--- config.mk ---
export PLATFORM = sky130hd
export DESIGN_NAME = memAgenTop
export DESIGN_NICKNAME = d
export VERILOG_FILES = /design/src/verilog/agenPkg.sv /design/src/verilog/addrGen.sv /design/src/verilog/agenCsr.sv /design/src/verilog/memIssueStage.sv /design/src/verilog/memAgenTop.sv
export SDC_FILE = /design/constraint.sdc
export NUM_CORES = 2
export LEC_CHECK = 0
export CAP_MARGIN = 25
export CELL_PAD_IN_SITES_DETAIL_PLACEMENT = 1
export CELL_PAD_IN_SITES_GLOBAL_PLACEMENT = 2
export CORE_MARGIN = 2
export CORE_UTILIZATION = 40
export CTS_BUF_LIST = sky130_fd_sc_hd__clkbuf_8
export CTS_CLUSTER_SIZE = 12
export DETAILED_ROUTE_END_ITERATION = 8
export DONT_BUFFER_PORTS = 1
export HOLD_SLACK_MARGIN = 0.12
export PLACE_DENSITY_LB_ADDON = 0.25
export SYNTH_ARGS = -nofsm -noshare
export SYNTH_HDL_FRONTEND = slang
export SYNTH_HIERARCHICAL = 1
export SYNTH_SLANG_ARGS = --single-unit
--- constraint.sdc ---
create_clock -name clk -period 12.6 [get_ports clk]
set_clock_uncertainty 0.15 [all_clocks]
set_input_delay 1.89 -clock clk [delete_from_list [all_inputs] [get_ports clk]]
set_output_delay 1.89 -clock clk [all_outputs]
set_load 0.02 [all_outputs]
--- src/verilog/agenPkg.sv ---
/*
 * address-generation package
 * widths, unit and opcode codes, instruction field positions and the
 * packed structs shared by the memory issue pipeline
 */
`default_nettype none

package agenPkg;

	// ========================================
	// widths
	// ========================================

	// operands and effective addresses are full register width
	localparam int AddrW = 80;
	localparam int InstW = 40;
	localparam int UnitW = 3;
	localparam int OpcW = 4;

	// sign-extended displacement of the default load and store forms
	localparam int SdispW = 22;
	// zero-extended displacement of the indexed forms
	localparam int ZdispW = 8;

	// ========================================
	// unit and opcode codes
	// ========================================

	localparam logic [UnitW-1:0] MLdUnit = 3'd4;
	localparam logic [UnitW-1:0] MStUnit = 3'd5;

	// the opcode field only selects a form within the load or store unit
	localparam logic [OpcW-1:0] OpcAmo = 4'd1;
	localparam logic [OpcW-1:0] OpcMlx = 4'd15;
	localparam logic [OpcW-1:0] OpcPush = 4'd12;
	localparam logic [OpcW-1:0] OpcPushc = 4'd13;
	localparam logic [OpcW-1:0] OpcMsx = 4'd14;

	// a push pre-decrements the stack pointer by one 80-bit slot
	localparam logic [AddrW-1:0] PushDecr = 80'd10;

	// ========================================
	// instruction field positions
	// ========================================

	localparam int OpcLo = 6;
	localparam int OpcHi = 9;
	// index scale select
	localparam int ScaleLo = 28;
	localparam int ScaleHi = 30;

	// register block addresses
	localparam int CsrAddrW = 2;
	localparam logic [CsrAddrW-1:0] CsrLo = 2'd0;
	localparam logic [CsrAddrW-1:0] CsrHi = 2'd1;
	localparam logic [CsrAddrW-1:0] CsrCtl = 2'd2;

	// ========================================
	// shared structs
	// ========================================

	// issued memory operation, 203 bits
	typedef struct packed {
		logic [UnitW-1:0] unit;
		logic [InstW-1:0] inst;
		logic [AddrW-1:0] a;
		logic [AddrW-1:0] c;
	} agenOpT;

	// finished request handed to the memory side
	typedef struct packed {
		logic [AddrW-1:0] addr;
		logic isStore;
		logic fault;
	} memReqT;

	// bounds window, inclusive at both ends
	typedef struct packed {
		logic [AddrW-1:0] lo;
		logic [AddrW-1:0] hi;
		logic checkEn;
	} boundsT;

endpackage

`default_nettype wire

--- src/verilog/addrGen.sv ---
/*
 * address generator
 * forms the effective address of a load or store from the base operand,
 * a scaled index and the displacement fields of the instruction word,
 * purely combinational
 */
`timescale 1ns/1ns
`default_nettype none

module addrGen (
	input  agenPkg::agenOpT           op,
	output logic [agenPkg::AddrW-1:0] addr
);

	import agenPkg::*;

	logic [OpcW-1:0] opc;
	logic [2:0] scaleSel;
	logic [AddrW-1:0] idxScaled;

	// raw displacement fields as cut from the instruction
	logic [SdispW-1:0] ldDispRaw;
	logic [SdispW-1:0] stDispRaw;
	logic [ZdispW-1:0] mlxDispRaw;
	logic [ZdispW-1:0] msxDispRaw;

	// the same fields extended to address width
	logic [AddrW-1:0] ldDisp;
	logic [AddrW-1:0] stDisp;
	logic [AddrW-1:0] mlxDisp;
	logic [AddrW-1:0] msxDisp;

	// ========================================
	// field decode
	// ========================================

	assign opc = op.inst[OpcHi:OpcLo];
	assign scaleSel = op.inst[ScaleHi:ScaleLo];

	// ========================================
	// index scaling
	// ========================================

	// powers of two are plain shifts
	// 5, 10 and 15 are built from two shifted copies
	// anything carried past bit 79 wraps away with the address
	always_comb begin
		case (scaleSel)
			3'd1: idxScaled = op.c << 1;
			3'd2: idxScaled = op.c << 2;
			3'd3: idxScaled = op.c << 3;
			3'd4: idxScaled = op.c << 4;
			// times 5
			3'd5: idxScaled = (op.c << 2) + op.c;
			// times 10
			3'd6: idxScaled = (op.c << 3) + (op.c << 1);
			// times 15
			3'd7: idxScaled = (op.c << 4) - op.c;
			default: idxScaled = op.c;
		endcase
	end

	// ========================================
	// displacements
	// ========================================

	// load default form keeps the high part of the immediate in 39:33
	// and the low part in 30:16
	assign ldDispRaw = {op.inst[39:33], op.inst[30:16]};

	// stores need 21:16 for the data register, so the low part moves to 5:0
	assign stDispRaw = {op.inst[39:33], op.inst[30:22], op.inst[5:0]};

	// indexed forms only get a short unsigned offset
	assign mlxDispRaw = {op.inst[34:33], op.inst[21:16]};
	assign msxDispRaw = {op.inst[34:33], op.inst[5:0]};

	// bit 39 is the sign of both long displacements
	assign ldDisp = {{(AddrW-SdispW){ldDispRaw[SdispW-1]}}, ldDispRaw};
	assign stDisp = {{(AddrW-SdispW){stDispRaw[SdispW-1]}}, stDispRaw};
	assign mlxDisp = {{(AddrW-ZdispW){1'b0}}, mlxDispRaw};
	assign msxDisp = {{(AddrW-ZdispW){1'b0}}, msxDispRaw};

	// ========================================
	// form select
	// ========================================

	always_comb begin
		addr = '0;
		case (op.unit)
			MLdUnit: begin
				case (opc)
					// atomics address memory through the base register alone
					OpcAmo: addr = op.a;
					OpcMlx: addr = op.a + idxScaled + mlxDisp;
					default: addr = op.a + ldDisp;
				endcase
			end
			MStUnit: begin
				case (opc)
					// both push forms write just below the stack pointer
					OpcPush, OpcPushc: addr = op.a - PushDecr;
					OpcMsx: addr = op.a + idxScaled + msxDisp;
					default: addr = op.a + stDisp;
				endcase
			end
			// other units never reach memory and get address zero
			default: addr = '0;
		endcase
	end

endmodule

`default_nettype wire

--- src/verilog/agenCsr.sv ---
/*
 * address check register block
 * holds the lower and upper bounds of the legal address window and the
 * check enable, written by strobe and read back combinationally
 */
`timescale 1ns/1ns
`default_nettype none

module agenCsr (
	input  logic                         clk,
	input  logic                         rstN,
	input  logic                         csrWe,
	input  logic [agenPkg::CsrAddrW-1:0] csrAddr,
	input  logic [agenPkg::AddrW-1:0]    csrWdata,
	output logic [agenPkg::AddrW-1:0]    csrRdata,
	output agenPkg::boundsT              bounds
);

	import agenPkg::*;

	// current window, visible to the issue stage every cycle
	boundsT boundsQ;

	// ========================================
	// write side
	// ========================================

	// a write lands at the next edge and is used from the following cycle on
	// reset leaves the window empty and checking off
	always_ff @(posedge clk) begin
		if (!rstN) begin
			boundsQ <= '0;
		end else if (csrWe) begin
			case (csrAddr)
				CsrLo: boundsQ.lo <= csrWdata;
				CsrHi: boundsQ.hi <= csrWdata;
				// only bit 0 of the control word is implemented
				CsrCtl: boundsQ.checkEn <= csrWdata[0];
				default: boundsQ <= boundsQ;
			endcase
		end
	end

	// ========================================
	// read side
	// ========================================

	// readback follows the address with no register in the path
	always_comb begin
		csrRdata = '0;
		case (csrAddr)
			CsrLo: csrRdata = boundsQ.lo;
			CsrHi: csrRdata = boundsQ.hi;
			CsrCtl: csrRdata = {{(AddrW-1){1'b0}}, boundsQ.checkEn};
			// the unused slot reads as zero
			default: csrRdata = '0;
		endcase
	end

	assign bounds = boundsQ;

endmodule

`default_nettype wire

--- src/verilog/memIssueStage.sv ---
/*
 * memory issue stage
 * two-stage pipe that registers an issued operation, forms its effective
 * address and registers the request with its store and fault flags
 */
`timescale 1ns/1ns
`default_nettype none

module memIssueStage (
	input  logic            clk,
	input  logic            rstN,
	input  logic            issueValid,
	input  agenPkg::agenOpT issueOp,
	input  agenPkg::boundsT bounds,
	output logic            reqValid,
	output agenPkg::memReqT req
);

	import agenPkg::*;

	// first stage holds the issued operation
	logic opValid;
	agenOpT opQ;

	// address and flags formed during the second cycle
	logic [AddrW-1:0] effAddr;
	logic belowLo;
	logic aboveHi;
	logic faultNext;
	logic isStoreNext;

	// ========================================
	// stage 1, operation register
	// ========================================

	always_ff @(posedge clk) begin
		if (!rstN) begin
			opValid <= 1'b0;
		end else begin
			opValid <= issueValid;
		end
	end

	// the payload is only loaded on a real issue
	always_ff @(posedge clk) begin
		if (issueValid) begin
			opQ <= issueOp;
		end
	end

	// ========================================
	// address and bounds check
	// ========================================

	addrGen uAddrGen (
		.op  (opQ),
		.addr(effAddr)
	);

	// window edges are legal, both compares are unsigned
	// the bounds seen here are the ones current in this cycle
	assign belowLo = effAddr < bounds.lo;
	assign aboveHi = effAddr > bounds.hi;
	assign faultNext = bounds.checkEn & (belowLo | aboveHi);

	assign isStoreNext = (opQ.unit == MStUnit);

	// ========================================
	// stage 2, request register
	// ========================================

	always_ff @(posedge clk) begin
		if (!rstN) begin
			reqValid <= 1'b0;
		end else begin
			reqValid <= opValid;
		end
	end

	// the request holds its last value between strobes
	always_ff @(posedge clk) begin
		if (opValid) begin
			req <= '{addr: effAddr, isStore: isStoreNext, fault: faultNext};
		end
	end

endmodule

`default_nettype wire

--- src/verilog/memAgenTop.sv ---
/*
 * memory address-generation slice
 * bounds register block beside the two-stage issue pipe
 */
`timescale 1ns/1ns
`default_nettype none

module memAgenTop (
	input  logic                         clk,
	input  logic                         rstN,
	input  logic                         issueValid,
	input  agenPkg::agenOpT              issueOp,
	input  logic                         csrWe,
	input  logic [agenPkg::CsrAddrW-1:0] csrAddr,
	input  logic [agenPkg::AddrW-1:0]    csrWdata,
	output logic [agenPkg::AddrW-1:0]    csrRdata,
	output logic                         reqValid,
	output agenPkg::memReqT              req
);

	import agenPkg::*;

	// window shared between the register block and the check
	boundsT bounds;

	agenCsr uAgenCsr (
		.clk     (clk),
		.rstN    (rstN),
		.csrWe   (csrWe),
		.csrAddr (csrAddr),
		.csrWdata(csrWdata),
		.csrRdata(csrRdata),
		.bounds  (bounds)
	);

	// requests come out two cycles after issue
	memIssueStage uMemIssueStage (
		.clk       (clk),
		.rstN      (rstN),
		.issueValid(issueValid),
		.issueOp   (issueOp),
		.bounds    (bounds),
		.reqValid  (reqValid),
		.req       (req)
	);

endmodule

`default_nettype wire

==> results.md <==
- Status: finished clean
- Final worst path period need: between 10 and 15 ns
- CP endpoint kind: flip-flop
- Hold Path Class: reg2reg
- WHS: 0.330 ns
- Reg power frac: 0.219
- Clk_lat worst skew: between 0.8 and 0.9 ns
- Clock Power Share: 0.156
- Initial Utilization: 0.402
- Non-filler cells in the finished layout: ~9k
- Total gr overflow: 0
- Cell Int Power: 4040 uW
- Endpoints failing setup: 0
- Drt pass-1 iters: 8
- Comb pwr share: 0.624
- Worst slew pin tran: 1.22 ns
- Clk buf depth: 3
- Post-layout instance area: between 50000 and 60000 um2
- Worst-path maximum fanout: 11
- Max stage delay cell, worst path: or4_4
- DIE HEIGHT: roughly 370 um
- Synthesized netlist net count: around 7.9k
- Max Cap Viol: 0
- VDD IR max: around 0.10 mV
- Total track usage: 0.372
- CP dominant cell by count: nand4_1
- Htree depth: 3
- CTS sink count: 440
- Post-DR vias/cell: around 6.5
- Largest net degree at the start of global routing: ~240
- Die ar.: between 100000 and 150000 um2
- Final Max Slew Viols: 0
- Final WL: 268000 um
- Core area: ~140000 um2
- Reg clk slew, reported paths: approximately 0.060 ns
- Max incr delay on CP: about 0.65 ns
- Vias in the first global route: between 50k and 60k
- Worst Path Buf+Inv: 2
- First-pass GRT wire length: approximately 380000 um
- Gpl congestion: 1.12
- # rows: ~140
- Initial antenna violation count: 12
- Switching power: ~4400 uW
- Endpoints failing hold: 0
- Root Buffer: clkbuf_8
- Final worst path period share: 0.942
- Arr. time, crit path: between 10 and 15 ns
- Setup Crit Path Kind: reg2reg
- Sw frac: 0.524
- Routed wire per std cell: approximately 30 um
- Rel. slew slack: 0.183
- CP required: 13.05 ns
- Unrepaired setup endpoints after global routing: false
- Cells after synthesis: between 7k and 8k
- ANT nets after route: 0
- Count of input and output buffers: 0
- Setup_tns: 0 ns
- Area growth, synth to finish: 6.08%
- CTS buffer count: 79
- Lkg Pwr: 0.0224 uW
- Mean Syn Cell Area: approximately 7.6 um2
- Proportion of layout cells with a drive suffix above 1: 0.0530
- Routed via count: 57.9k
- Total power: between 8000 and 9000 uW
- Mapped Area: 54300 um2
- CTS tree: yes
- Pwr/cell area: 147 nW/um2
- Setup Buffers After CTS: 0
- Crit path max-delay family: simple AND/OR/NAND/NOR gates
- Initial DRC count: about 5.9k
- DRC: 0
- CP Launch Type: flip-flop
- Top Ports: approximately 450
- Fmax: 84.3 MHz
- Number of cells after detailed placement: about 8.7k
- Die W: about 370 um
- DP Area: between 50000 and 60000 um2
- HPWL Detailed: between 200000 and 250000 um
- Synth warnings: 6
- Fin nets: 7794
[power groups by stage]
stage,sequential [uW],combinational (uW),clock (uW)
floorplan,1790,3320,0
global placement,1880,4990,0
detailed placement,1880,5070,0
CTS,1860,5100,1370
global route,1870,5600,1420
finish,1860,5300,1330
[per-stage QoR]
step                      utilization  setup slack (ns)
after detailed placement        0.414             0.606
after floorplan                     -              3.31
after global placement          0.414             0.767
after CTS                       0.426             0.615
after global routing            0.426             0.123
final                           0.426             0.734
[tightest hold or removal path, cell delays in order, from the launching register on]
cell	delay [ns]
dfxtp_1	0.32
nand2_1	0.06
mux2i_1	0.05
[final timing paths]
kind | from | end | slack [ns] | cells after the start
setup reg to reg | uMemIssueStage/opQ[4]$_DFFE_PP_ | uMemIssueStage/req[0]$_DFFE_PP_ | 0.73 | 39
hold reg to reg | uAgenCsr/bounds[83]$_SDFFE_PN0P_ | uAgenCsr/bounds[83]$_SDFFE_PN0P_ | 0.33 | 2
setup / recovery | uMemIssueStage/opQ[4]$_DFFE_PP_ | uMemIssueStage/req[0]$_DFFE_PP_ | 0.73 | 39
hold / removal | uAgenCsr/bounds[83]$_SDFFE_PN0P_ | uAgenCsr/bounds[83]$_SDFFE_PN0P_ | 0.33 | 2
[final cells by class]
class / instances / area [um2]
tap: 1781 / 2230
clock inverter: 60 / 333
multi-input combinational: 5941 / 39600
sequential: 440 / 11600
antenna: 13 / 32.5
inverter: 388 / 1460
fill: 16700 / 77600
timing repair buffer: 158 / 1190
clock buffer: 86 / 1180
[layer usage]
metal	up-vias	part of all wire	global-route usage
met5	-	0.000056	0
met3	571	0.078	0.0651
met4	2	0.061	0.196
met1	28500	0.42	0.484
met2	2596	0.44	0.584
li1	26200	-	-
[cells in the final DEF (no fill, tap or decap), types with 22 or more instances in the layout]
cell type / count
o21a_1: 56
xor2_1: 206
nor3_1: 127
clkbuf_8: 86
nand2b_1: 40
or3_1: 53
and2_1: 33
nor2b_1: 39
nand4_1: 208
a21o_1: 215
o22ai_1: 179
and3_1: 25
edfxtp_1: 277
o31ai_1: 23
or4_1: 22
nor2_1: 619
a22oi_1: 48
a21boi_0: 31
o221ai_1: 30
a31oi_1: 76
a211oi_1: 44
inv_1: 409
mux2i_1: 279
o211ai_1: 37
dfxtp_1: 162
a221oi_1: 96
o21ai_0: 433
nand2_1: 739
nand3_1: 117
o21bai_1: 89
xnor2_1: 353
a221o_1: 22
buf_4: 152
a21oi_1: 825
nor4_1: 81
ha_1: 491
[registers in the layout (all words and copies together), names as in the netlist]
| register | flops |
|---|---|
| uMemIssueStage/reqValid | 1 |
| uMemIssueStage/opValid | 1 |
| uAgenCsr/bounds | 161 |
| uMemIssueStage/req | 82 |
| uMemIssueStage/opQ | 195 |
[repair_timing]
| item | 4_1_cts | 5_1_grt |
|---|---|---|
| resized for setup | 0 | 3 |
| endpoints found under the setup margin | 0 | 1 |
| hold buffers | 0 | 0 |
(Power assumes the default switching activity.)
